`src/hdl/afe_readout_consts.svh`:
```
`ifndef AFE_READOUT_CONSTS_SVH
`define AFE_READOUT_CONSTS_SVH

// --------------------------------------------------
// ADC result
// --------------------------------------------------
// SAR result width
`define AFE_SAMPLE_W 16

// --------------------------------------------------
// Analog channels
// --------------------------------------------------
// One enable bit per channel
`define AFE_NUM_CH 8
// Channel number width
`define AFE_CH_IDX_W 3

// --------------------------------------------------
// Sample FIFO
// --------------------------------------------------
`define AFE_FIFO_DEPTH 8
// Pointers wrap naturally at depth
`define AFE_FIFO_PTR_W 3
// Occupancy needs one extra bit to hold a full count
`define AFE_FIFO_CNT_W 4
`define AFE_WMARK_W 4

`endif

```
`src/hdl/afe_readout_pkg.sv`:
```
package afe_readout_pkg;

`include "afe_readout_consts.svh"

    // --------------------------------------------------
    // Plain vectors
    // --------------------------------------------------
    // One ADC conversion result
    typedef logic [`AFE_SAMPLE_W-1:0] adc_word_t;
    // Channel enables and one-hot select
    typedef logic [`AFE_NUM_CH-1:0] ch_mask_t;
    // Channel number
    typedef logic [`AFE_CH_IDX_W-1:0] ch_idx_t;
    // FIFO occupancy, 0 to depth
    typedef logic [`AFE_FIFO_CNT_W-1:0] fifo_cnt_t;
    // Data ready threshold
    typedef logic [`AFE_WMARK_W-1:0] wmark_t;

    // --------------------------------------------------
    // Bundles
    // --------------------------------------------------
    // Tagged sample as stored in the FIFO, 20 bits
    typedef struct packed {
        ch_idx_t   ch;
        logic      last;    // Highest enabled channel of the scan
        adc_word_t result;
    } adc_sample_t;

    // Sticky error bits, also used as clear mask
    typedef struct packed {
        logic overflow;
        logic underflow;
    } status_t;

    // Channel sequencer FSM
    typedef enum logic [1:0] {
        SEQ_IDLE,
        SEQ_DISCARD,
        SEQ_SCAN
    } seq_state_t;

endpackage

```
`src/hdl/channel_sequencer.sv`:
```
`include "afe_readout_consts.svh"

module channel_sequencer import afe_readout_pkg::*; (
    input  logic        SAMPLE_CLK,
    input  logic        nrst_sync,
    // Sampling enable level
    input  logic        ensamp,
    // Channel enables, stable while ensamp is high
    input  ch_mask_t    chen,
    // ADC conversion complete
    input  logic        done,
    input  adc_word_t   result,
    // Analog mux select, one-hot
    output ch_mask_t    chsel,
    // Sample strobe towards the FIFO
    output logic        push,
    output adc_sample_t sample
);

    seq_state_t state;
    // Channel being converted right now
    ch_idx_t    cur_ch;
    // DONE taken as a real sample this cycle
    logic       take;

    // --------------------------------------------------
    // Channel mask helpers
    // --------------------------------------------------
    // Lowest enabled channel, zero for an empty mask
    function automatic ch_idx_t lowest_ch(ch_mask_t en);
        ch_idx_t idx;
        idx = '0;
        // Scan downwards so the lowest hit is written last
        for (int i = `AFE_NUM_CH - 1; i >= 0; i--) begin
            if (en[i]) begin
                idx = ch_idx_t'(i);
            end
        end
        return idx;
    endfunction

    // Next enabled channel above cur, else wrap to the lowest
    function automatic ch_idx_t next_ch(ch_mask_t en, ch_idx_t cur);
        ch_idx_t nxt;
        logic    found;
        nxt   = lowest_ch(en);
        found = 1'b0;
        for (int i = 0; i < `AFE_NUM_CH; i++) begin
            if (!found && i > int'(cur) && en[i]) begin
                nxt   = ch_idx_t'(i);
                found = 1'b1;
            end
        end
        return nxt;
    endfunction

    // No enabled channel above cur
    function automatic logic is_last(ch_mask_t en, ch_idx_t cur);
        ch_mask_t above;
        above = en >> cur;
        return (above >> 1) == '0;
    endfunction

    // --------------------------------------------------
    // Sequencer FSM
    // --------------------------------------------------
    // Only a DONE in SCAN with sampling still on makes a sample
    assign take = ensamp && done && (state == SEQ_SCAN);

    always_ff @(posedge SAMPLE_CLK or negedge nrst_sync) begin
        if (!nrst_sync) begin
            state  <= SEQ_IDLE;
            cur_ch <= '0;
        end else if (!ensamp) begin
            // Disable re-arms the startup discard
            state <= SEQ_IDLE;
        end else begin
            case (state)
                SEQ_IDLE: begin
                    if (chen != '0) begin
                        state  <= SEQ_DISCARD;
                        cur_ch <= lowest_ch(chen);
                    end
                end
                SEQ_DISCARD: begin
                    // First conversion after enable is junk, swallow it
                    if (done) begin
                        state <= SEQ_SCAN;
                    end
                end
                SEQ_SCAN: begin
                    // Select moves on the edge that takes DONE
                    if (done) begin
                        cur_ch <= next_ch(chen, cur_ch);
                    end
                end
                default: state <= SEQ_IDLE;
            endcase
        end
    end

    // Mux select off while idle
    assign chsel = (state == SEQ_IDLE) ? '0 : (ch_mask_t'(1) << cur_ch);

    // --------------------------------------------------
    // Sample output
    // --------------------------------------------------
    always_ff @(posedge SAMPLE_CLK or negedge nrst_sync) begin
        if (!nrst_sync) begin
            push <= 1'b0;
        end else begin
            push <= take;
        end
    end

    // Payload, only meaningful with push
    always_ff @(posedge SAMPLE_CLK) begin
        if (take) begin
            sample.ch     <= cur_ch;
            sample.last   <= is_last(chen, cur_ch);
            sample.result <= result;
        end
    end

endmodule

```
`src/hdl/sample_fifo.sv`:
```
`include "afe_readout_consts.svh"

module sample_fifo import afe_readout_pkg::*; (
    input  logic        SAMPLE_CLK,
    input  logic        nrst_sync,
    // Write side from the sequencer
    input  logic        push,
    input  adc_sample_t wr_sample,
    // Read side from the readout block
    input  logic        pop,
    input  wmark_t      watermark,
    // Oldest entry, valid while not empty
    output adc_sample_t head,
    output logic        empty,
    output logic        data_rdy,
    // Single-cycle error pulses
    output logic        overflow,
    output logic        underflow
);

    // --------------------------------------------------
    // Storage and pointers
    // --------------------------------------------------
    adc_sample_t                mem [`AFE_FIFO_DEPTH];
    logic [`AFE_FIFO_PTR_W-1:0] wr_ptr;
    logic [`AFE_FIFO_PTR_W-1:0] rd_ptr;
    fifo_cnt_t                  count;

    logic full;
    logic do_push;
    logic do_pop;

    assign full  = (count == fifo_cnt_t'(`AFE_FIFO_DEPTH));
    assign empty = (count == '0);

    // Pop frees a slot on a full FIFO, so a same-cycle push still fits
    assign do_pop  = pop && !empty;
    assign do_push = push && (!full || do_pop);

    // Dropped sample, FIFO left as is
    assign overflow  = push && full && !do_pop;
    // Read with nothing stored
    assign underflow = pop && empty;

    // --------------------------------------------------
    // Control state
    // --------------------------------------------------
    always_ff @(posedge SAMPLE_CLK or negedge nrst_sync) begin
        if (!nrst_sync) begin
            wr_ptr <= '0;
            rd_ptr <= '0;
            count  <= '0;
        end else begin
            if (do_push) begin
                wr_ptr <= wr_ptr + 1'b1;
            end
            if (do_pop) begin
                rd_ptr <= rd_ptr + 1'b1;
            end
            // Occupancy only moves when one side acts alone
            case ({do_push, do_pop})
                2'b10:   count <= count + 1'b1;
                2'b01:   count <= count - 1'b1;
                default: count <= count;
            endcase
        end
    end

    // Sample RAM
    always_ff @(posedge SAMPLE_CLK) begin
        if (do_push) begin
            mem[wr_ptr] <= wr_sample;
        end
    end

    // --------------------------------------------------
    // Outputs
    // --------------------------------------------------
    // Show-ahead read port
    assign head = mem[rd_ptr];

    // Watermark of zero still needs one entry
    assign data_rdy = !empty && (count >= fifo_cnt_t'(watermark));

endmodule

```
`src/hdl/readout_status.sv`:
```
module readout_status import afe_readout_pkg::*; (
    input  logic        SAMPLE_CLK,
    input  logic        nrst_sync,
    // External read strobe
    input  logic        rd_req,
    // FIFO read side
    input  adc_sample_t head,
    input  logic        empty,
    input  logic        overflow,
    input  logic        underflow,
    // Masked clear of the sticky bits
    input  logic        status_clr,
    input  status_t     clr_mask,
    output logic        pop,
    output adc_sample_t rd_sample,
    output status_t     status,
    output logic        irq
);

    // Per-bit set and clear requests
    status_t set_bits;
    status_t clr_bits;

    // --------------------------------------------------
    // Read path
    // --------------------------------------------------
    // Every read strobe reaches the FIFO, empty reads flag underflow there
    assign pop = rd_req;

    // Output sample holds over empty reads
    always_ff @(posedge SAMPLE_CLK or negedge nrst_sync) begin
        if (!nrst_sync) begin
            rd_sample <= '0;
        end else if (rd_req && !empty) begin
            rd_sample <= head;
        end
    end

    // --------------------------------------------------
    // Sticky status
    // --------------------------------------------------
    always_comb begin
        set_bits.overflow  = overflow;
        set_bits.underflow = underflow;
        clr_bits.overflow  = status_clr && clr_mask.overflow;
        clr_bits.underflow = status_clr && clr_mask.underflow;
    end

    // New event beats a clear in the same cycle
    always_ff @(posedge SAMPLE_CLK or negedge nrst_sync) begin
        if (!nrst_sync) begin
            status <= '0;
        end else begin
            status.overflow  <= set_bits.overflow
                                || (status.overflow && !clr_bits.overflow);
            status.underflow <= set_bits.underflow
                                || (status.underflow && !clr_bits.underflow);
        end
    end

    // Interrupt while any error is pending
    assign irq = status.overflow || status.underflow;

endmodule

```
`src/hdl/afe_readout_top.sv`:
```
module afe_readout_top import afe_readout_pkg::*; (
    input  logic        SAMPLE_CLK,
    input  logic        nrst_sync,
    // Sampling control levels
    input  logic        ensamp,
    input  ch_mask_t    chen,
    // ADC interface
    input  logic        done,
    input  adc_word_t   result,
    // Readout control
    input  wmark_t      watermark,
    input  logic        rd_req,
    input  logic        status_clr,
    input  status_t     clr_mask,
    output ch_mask_t    chsel,
    output logic        data_rdy,
    output adc_sample_t rd_sample,
    output status_t     status,
    output logic        irq
);

    // Sequencer to FIFO
    logic        push;
    adc_sample_t sample;

    // FIFO to readout
    adc_sample_t head;
    logic        empty;
    logic        overflow;
    logic        underflow;
    logic        pop;

    // --------------------------------------------------
    // Producer
    // --------------------------------------------------
    channel_sequencer channel_sequencer_i (
        .SAMPLE_CLK (SAMPLE_CLK),
        .nrst_sync  (nrst_sync),
        .ensamp     (ensamp),
        .chen       (chen),
        .done       (done),
        .result     (result),
        .chsel      (chsel),
        .push       (push),
        .sample     (sample)
    );

    // --------------------------------------------------
    // Sample buffer
    // --------------------------------------------------
    sample_fifo sample_fifo_i (
        .SAMPLE_CLK (SAMPLE_CLK),
        .nrst_sync  (nrst_sync),
        .push       (push),
        .wr_sample  (sample),
        .pop        (pop),
        .watermark  (watermark),
        .head       (head),
        .empty      (empty),
        .data_rdy   (data_rdy),
        .overflow   (overflow),
        .underflow  (underflow)
    );

    // --------------------------------------------------
    // Consumer and status
    // --------------------------------------------------
    readout_status readout_status_i (
        .SAMPLE_CLK (SAMPLE_CLK),
        .nrst_sync  (nrst_sync),
        .rd_req     (rd_req),
        .head       (head),
        .empty      (empty),
        .overflow   (overflow),
        .underflow  (underflow),
        .status_clr (status_clr),
        .clr_mask   (clr_mask),
        .pop        (pop),
        .rd_sample  (rd_sample),
        .status     (status),
        .irq        (irq)
    );

endmodule

```
`config.mk`:
```
export PLATFORM = sky130hd
export DESIGN_NAME = afe_readout_top
export DESIGN_NICKNAME = d
export VERILOG_FILES = /design/src/hdl/afe_readout_pkg.sv /design/src/hdl/channel_sequencer.sv /design/src/hdl/sample_fifo.sv /design/src/hdl/readout_status.sv /design/src/hdl/afe_readout_top.sv
export VERILOG_INCLUDE_DIRS = /design/src /design/src/hdl
export SDC_FILE = /design/constraint.sdc
export NUM_CORES = 1
export LEC_CHECK = 0
export ABC_AREA = 0
export BUFFER_PORTS_ARGS = -buffer_cell sky130_fd_sc_hd__buf_2
export CAP_MARGIN = 30
export CORE_MARGIN = 8
export CORE_UTILIZATION = 59
export DETAILED_ROUTE_END_ITERATION = 8
export GPL_ROUTABILITY_DRIVEN = 0
export PLACE_DENSITY = 0.79
export SLEW_MARGIN = 20
export SYNTH_ARGS = -nofsm -noshare
export SYNTH_HDL_FRONTEND = slang
export SYNTH_SLANG_ARGS = --single-unit
```
`constraint.sdc`:
```
create_clock -name SAMPLE_CLK -period 3.3 [get_ports SAMPLE_CLK]
set_clock_uncertainty 0.05 [all_clocks]
set_input_delay 0.165 -clock SAMPLE_CLK [delete_from_list [all_inputs] [get_ports SAMPLE_CLK]]
set_output_delay 0.165 -clock SAMPLE_CLK [all_outputs]
set_load 0.01 [all_outputs]
```
==> results of run 1 <==
==> cells in the final DEF (no fill, tap or decap), types with 5 or more instances in the layout <==
cell and count:
xnor2_1 5, buf_2 67, nor2_1 24, nor2b_1 7, nand2_1 48, clkbuf_16 21, nand2b_1 12, inv_1 10
mux4_2 40, mux2i_1 21, dfrtp_1 37, o21ai_1 5, clkinv_2 5, ha_1 9, dlygate4sd3_1 23, o21ai_0 29
buf_4 15, edfxtp_1 180
==> kinds of logic after synthesis <==
family,share of synthesized area [%]
compound gates,4.75
xor+xnor,0.699
fa+ha+maj,1.51
buf+inv,1.84
flops,72.5
mux,12.7
simple gates,6.08
==> flip-flops by register name, summed over array words and instances, names as in the netlist, 3 cells and up <==
register and count:
sample_fifo_i.count 4, channel_sequencer_i.sample 20, sample_fifo_i.mem 160, sample_fifo_i.wr_ptr 3
sample_fifo_i.rd_ptr 3, readout_status_i.rd_sample 20, channel_sequencer_i.cur_ch 3
==> final cells by class <==
class / count / area [µm²] / area share (%)
clock buffers: 25 / 551 / 5.38
clock inverters: 12 / 62.6 / 0.612
inverters: 11 / 41.3 / 0.404
multi-input cells: 252 / 2260 / 22.1
flip-flops and latches: 218 / 6360 / 62.2
well taps: 184 / 230 / 2.25
repair buffers: 107 / 718 / 7.02
==> worst max-delay path, cell delays in order (launching register included) <==
cell      delay (ns)
dfrtp_1         0.44
nor4_1          0.47
nand2b_1        0.22
inv_2           0.06
ha_1            0.23
ha_1            0.31
a21o_1          0.19
a21oi_1         0.18
xnor2_1         0.16
nor2_1          0.07
xor2_1          0.15
==> through the flow <==
stage | hold WS, ns | cells
3_5_place_dp | 0.293 | 748
3_3_place_gp | 0.291 | 748
5_1_grt | 0.0537 | 809
2_1_floorplan | -0.181 | 503
4_1_cts | 0.0142 | 808
6_report | 0.0282 | 809
==> where the power goes <==
part	internal [W]	total, W	switching (W)
clock network	0.00119	0.00215	0.000958
logic	0.000918	0.00181	0.000894
registers	0.00316	0.00336	0.000204
total	0.00527	0.00732	0.00206
==> synthesized netlist by cell type, drive strengths merged, types with 4 or more instances <==
master    n  area, µm²
nor2b     7       43.8
nand2    48        180
xnor2     5       43.8
edfxtp  180       5410
inv      11       41.3
nand2b   13       88.8
o21ai    35        186
mux4     40        901
dfrtp    38        951
mux2i    21        210
ha        9        113
nor2     24       90.1
nor3      5       25.0
buf      21        115
nor3b     4       30.0
==> layer usage <==
metal	wire length (µm)	vias to the layer above	GRT usage, %
li1	-	2162	-
met1	7030	2401	25.1
met2	8310	174	29.7
met3	1140	38	2.93
met4	411	0	7.04
met5	0	-	0
==> final timing paths <==
| check | end | slack (ns) | cells past startpoint |
|---|---|---|---|
| min in group asynchronous | readout_status_i.rd_sample[14] | 0.10 | 2 |
| worst max-delay path | sample_fifo_i.count[3] | 0.64 | 10 |
| worst min-delay path | channel_sequencer_i.cur_ch[1] | 0.03 | 3 |
| worst max register to register | sample_fifo_i.count[3] | 0.64 | 10 |
| max in group asynchronous | sample_fifo_i.rd_ptr[0] | 2.60 | 3 |
| worst min register to register | readout_status_i.rd_sample[7] | 0.42 | 2 |
==> results.py, run 1 <==
metrics = {
    "status": {
        "status": "completed",
    },
    "cts": {
        "hold_buffers": 23,
        "root_buffer": "clkbuf_16",
        "cts.sinks": 218,
        "cts_resized": 0,
        "path_clk_slew_ns": 0.06,
        "cts_tree": "yes",
        "cts_buffers": 21,
        "htree_num_levels": 1,
        "postCtsSetupBuffers": 0,
        "clock_latency_ns": 0.49,
        "clockBufferDepth": 3,
    },
    "yosys": {
        "synth-seq-cells": 218,
        "synth_edf_count": 180,
        "yosys_warnings": 0,
        "ys.flop_type": "edfxtp_1",
        "async_flop_share_pct": 17.4,
        "synth.distinct_cells": 50,
        "ys_seq_area_share_pct": 72.5,
        "avgSynthCellArea_um2": 17.4,
        "synth_area_um2": 8770,
        "synthCells": 503,
        "syn_nets": 549,
    },
    "route": {
        "drtAntennaViolNets": 0,
        "avgRoutedWirePerCell_um": 20.9,
        "num_vias": 4775,
        "drc": 0,
        "viasPerCell": 5.90,
        "drt_wl_total_um": 16900,
        "dr.pass1.iters": 4,
        "drt-initial-drc-count": 352,
    },
    "critical_path": {
        "r2r_start": "sample_fifo_i.count[1]",
        "worstSetupPathType": "reg -> reg",
        "worstPathRequired_ns": 3.62,
        "crit_fanout": 6,
        "worstSetupEndpointType": "register",
        "critPathLaunchType": "register",
        "cp-startpoint": "sample_fifo_i.count[1]",
        "arrival_ns": 2.98,
    },
    "floorplan": {
        "rows": 44,
        "design.core.area_um2": 14500,
        "ios": 68,
        "initial_core_util_pct": 60.4,
        "die_area_um2": 19000,
        "die_w_um": 138,
        "fp.dieH_um": 138,
    },
    "finish": {
        "design_area_um2": 10200,
        "fillerInstances": 918,
        "final_nets": 657,
        "antenna_cells": 0,
        "syn_to_final_growth_pct": 16.6,
        "post-route-util_pct": 70.4,
        "drive_gt1_share_pct": 26.2,
    },
    "min_path": {
        "hp-start": "chen[0]",
        "hp-class": "in -> reg",
    },
    "power": {
        "power_density_nw_per_um2": 716,
        "ir_drop_mv": 0.459,
        "p_leak_nw": 3.72,
        "p_total_w": 0.00732,
    },
    "sta": {
        "period_needed_ns": 2.66,
        "fin_ws_ns": 0.638,
        "period_share_pct": 80.7,
        "fmax_ghz": 0.376,
        "relSlewSlack_pct": 53.4,
        "slew_viol_final": 0,
        "setup_viol": 0,
        "hold_violations": 0,
        "worst_slew_pin_slew_ns": 0.699,
        "tns_ns": 0,
        "rsz0062_at_grt": "no",
    },
    "global_routing": {
        "grt_overflow": 0,
        "grt_max_degree": 43,
        "grt_pass1_vias": 5014,
        "grt.total_usage_pct": 18.5,
        "grt_pass1_wl_um": 26700,
        "antenna_found_initial": 0,
    },
    "place": {
        "place_ws_ns": 0.685,
        "portBuffers": 67,
        "placed_cell_area_um2": 9360,
        "dpl.hpwl_um": 9790,
    },
    "run": {
        "max-cap-violations": 0,
    },
}
(Power assumes the default switching activity.)
==> run 2, diff against run 1 <==
==> constraint.sdc (replaced) <==
create_clock -name SAMPLE_CLK -period 2.7 [get_ports SAMPLE_CLK]
set_clock_uncertainty 0.05 [all_clocks]
set_input_delay 0.135 -clock SAMPLE_CLK [delete_from_list [all_inputs] [get_ports SAMPLE_CLK]]
set_output_delay 0.135 -clock SAMPLE_CLK [all_outputs]
set_load 0.01 [all_outputs]
==> run 2 against run 1 <==
Compared with the run above:
- global-route usage is 0.73 points higher
- flip-flop and latch count is the same
- setup slack got worse by 0.44 ns
- largest cell class unchanged
- critical endpoint unchanged
- sequential share of layout area decreased by 0.90 points
- hold slack gained 0.018 ns
- largest power group unchanged
==> results.py, run 2 (same netlist as run 1, synthesis figures left out) <==
metrics = {
    "floorplan": {
        "rows": 44,
        "initial_core_util_pct": 60.4,
        "design.core.area_um2": 14500,
        "die_area_um2": 19000,
        "fp.dieH_um": 138,
        "ios": 68,
        "die_w_um": 138,
    },
    "critical_path": {
        "critPathMaxStageDelay_ns": 0.45,
        "worstSetupPathType": "reg -> reg",
        "critPathLaunchType": "register",
        "critPathSlowestCell": "dfrtp_1",
        "crit_fanout": 6,
        "worstSetupEndpointType": "register",
        "cp_cell_sequence": "nor4_2 > nand2b_1 > inv_2 > ha_1 > ha_1 > a21o_1 > a21oi_1 > xnor2_1 > nor2_1 > xor2_1",
        "cp_common_cell": "ha_1",
        "critPathBufInv": 1,
        "arrival_ns": 2.83,
        "worstPathRequired_ns": 3.03,
        "path_delay_family": "simple AND/OR/NAND/NOR gates",
    },
    "route": {
        "dr.pass1.iters": 5,
        "drt-initial-drc-count": 365,
        "avgRoutedWirePerCell_um": 21.6,
        "viasPerCell": 5.96,
        "drc": 0,
        "drtAntennaViolNets": 0,
        "num_vias": 4869,
        "drt_wl_total_um": 17700,
    },
    "sta": {
        "period_share_pct": 92.8,
        "setup_viol": 0,
        "hold-worst-slack_ns": 0.0463,
        "period_needed_ns": 2.50,
        "rsz0062_at_grt": "no",
        "relSlewSlack_pct": 50.7,
        "hold_violations": 0,
        "slew_viol_final": 0,
        "tns_ns": 0,
        "fmax_ghz": 0.399,
        "worst_slew_pin_slew_ns": 0.740,
    },
    "cts": {
        "path_clk_slew_ns": 0.06,
        "cts.sinks": 218,
        "postCtsSetupBuffers": 0,
        "cts_tree": "yes",
        "cts_buffers": 21,
        "root_buffer": "clkbuf_16",
        "clockBufferDepth": 3,
        "htree_num_levels": 1,
        "clock_latency_ns": 0.49,
    },
    "finish": {
        "final_cell_mix": "edfxtp_1 (180), buf_2 (67), nand2_1 (48)",
        "final_nets": 665,
        "mostFrequentLayoutCell": "edfxtp_1",
        "largest_reg_flops": 160,
        "antenna_cells": 0,
        "fin_cells": 817,
        "syn_to_final_growth_pct": 18.3,
        "fillerInstances": 883,
        "top_regs": "sample_fifo_i.mem x160, channel_sequencer_i.sample x20, readout_status_i.rd_sample x20",
        "drive_gt1_share_pct": 27.3,
        "regMostFlops": "sample_fifo_i.mem",
    },
    "global_routing": {
        "grt_overflow": 0,
        "grt_max_degree": 43,
        "antenna_found_initial": 0,
        "grt_pass1_vias": 5111,
        "grt.total_usage_pct": 19.2,
        "grt_pass1_wl_um": 27500,
    },
    "run": {
        "max-cap-violations": 0,
    },
    "power": {
        "ir_drop_mv": 0.477,
        "p_leak_nw": 3.81,
        "power_density_nw_per_um2": 898,
    },
    "place": {
        "dpl.hpwl_um": 10500,
        "portBuffers": 67,
        "dp_cells": 755,
    },
    "status": {
        "status": "completed",
    },
    "min_path": {
        "hp-class": "in -> reg",
    },
}
## run 2: final timing paths
path                                                  end  slack (ns)  cells after the start                           start
max in group asynchronous         sample_fifo_i.rd_ptr[0]        2.04                      3                       nrst_sync
setup reg to reg                   sample_fifo_i.count[3]        0.20                     10          sample_fifo_i.count[1]
hold reg to reg            readout_status_i.rd_sample[15]        0.42                      2  readout_status_i.rd_sample[15]
setup / recovery                   sample_fifo_i.count[3]        0.20                     10          sample_fifo_i.count[1]
min in group asynchronous   readout_status_i.rd_sample[1]        0.07                      2                       nrst_sync
hold / removal             channel_sequencer_i.sample[16]        0.05                      2                         chen[7]
## run 2: layout make-up
type | count | area, µm² | area share (%)
clock buffer | 28 | 572 | 5.51
clock inverter | 9 | 123 | 1.18
inverter | 11 | 41.3 | 0.398
multi-input combinational | 252 | 2270 | 21.9
sequential | 218 | 6360 | 61.3
tap | 184 | 230 | 2.22
timing repair buffer | 115 | 781 | 7.53
## run 2: power breakdown
| part | internal, W | switching [W] |
|---|---|---|
| sequential | 0.00386 | 0.000252 |
| combinational | 0.00114 | 0.00112 |
| clock | 0.00178 | 0.00117 |
| total | 0.00678 | 0.00254 |
## run 2: timing repair
action | in CTS | in global routing
hold buffers | 24 | 0
gates resized for setup | 0 | 1
endpoints found under the hold margin | 59 | 0
endpoints found under the setup margin | 0 | 1
## run 2: metrics by stage
stage               util, %  total power (W)  area, µm²  worst slack [ns]
floorplan                 -          0.00577       8780             0.271
global placement       64.8          0.00629       9410             0.342
detailed placement     64.8          0.00640       9410             0.177
CTS                    71.2          0.00939      10300             0.135
global route           71.4          0.00974      10400            0.0206
finish                 71.4          0.00932      10400             0.195
## run 2: layer usage
layer	part of all wire [%]	GRT usage, %
met1	40	24.5
met2	51	33.1
met3	6.1	2.86
met4	2.2	6.63
met5	0	0
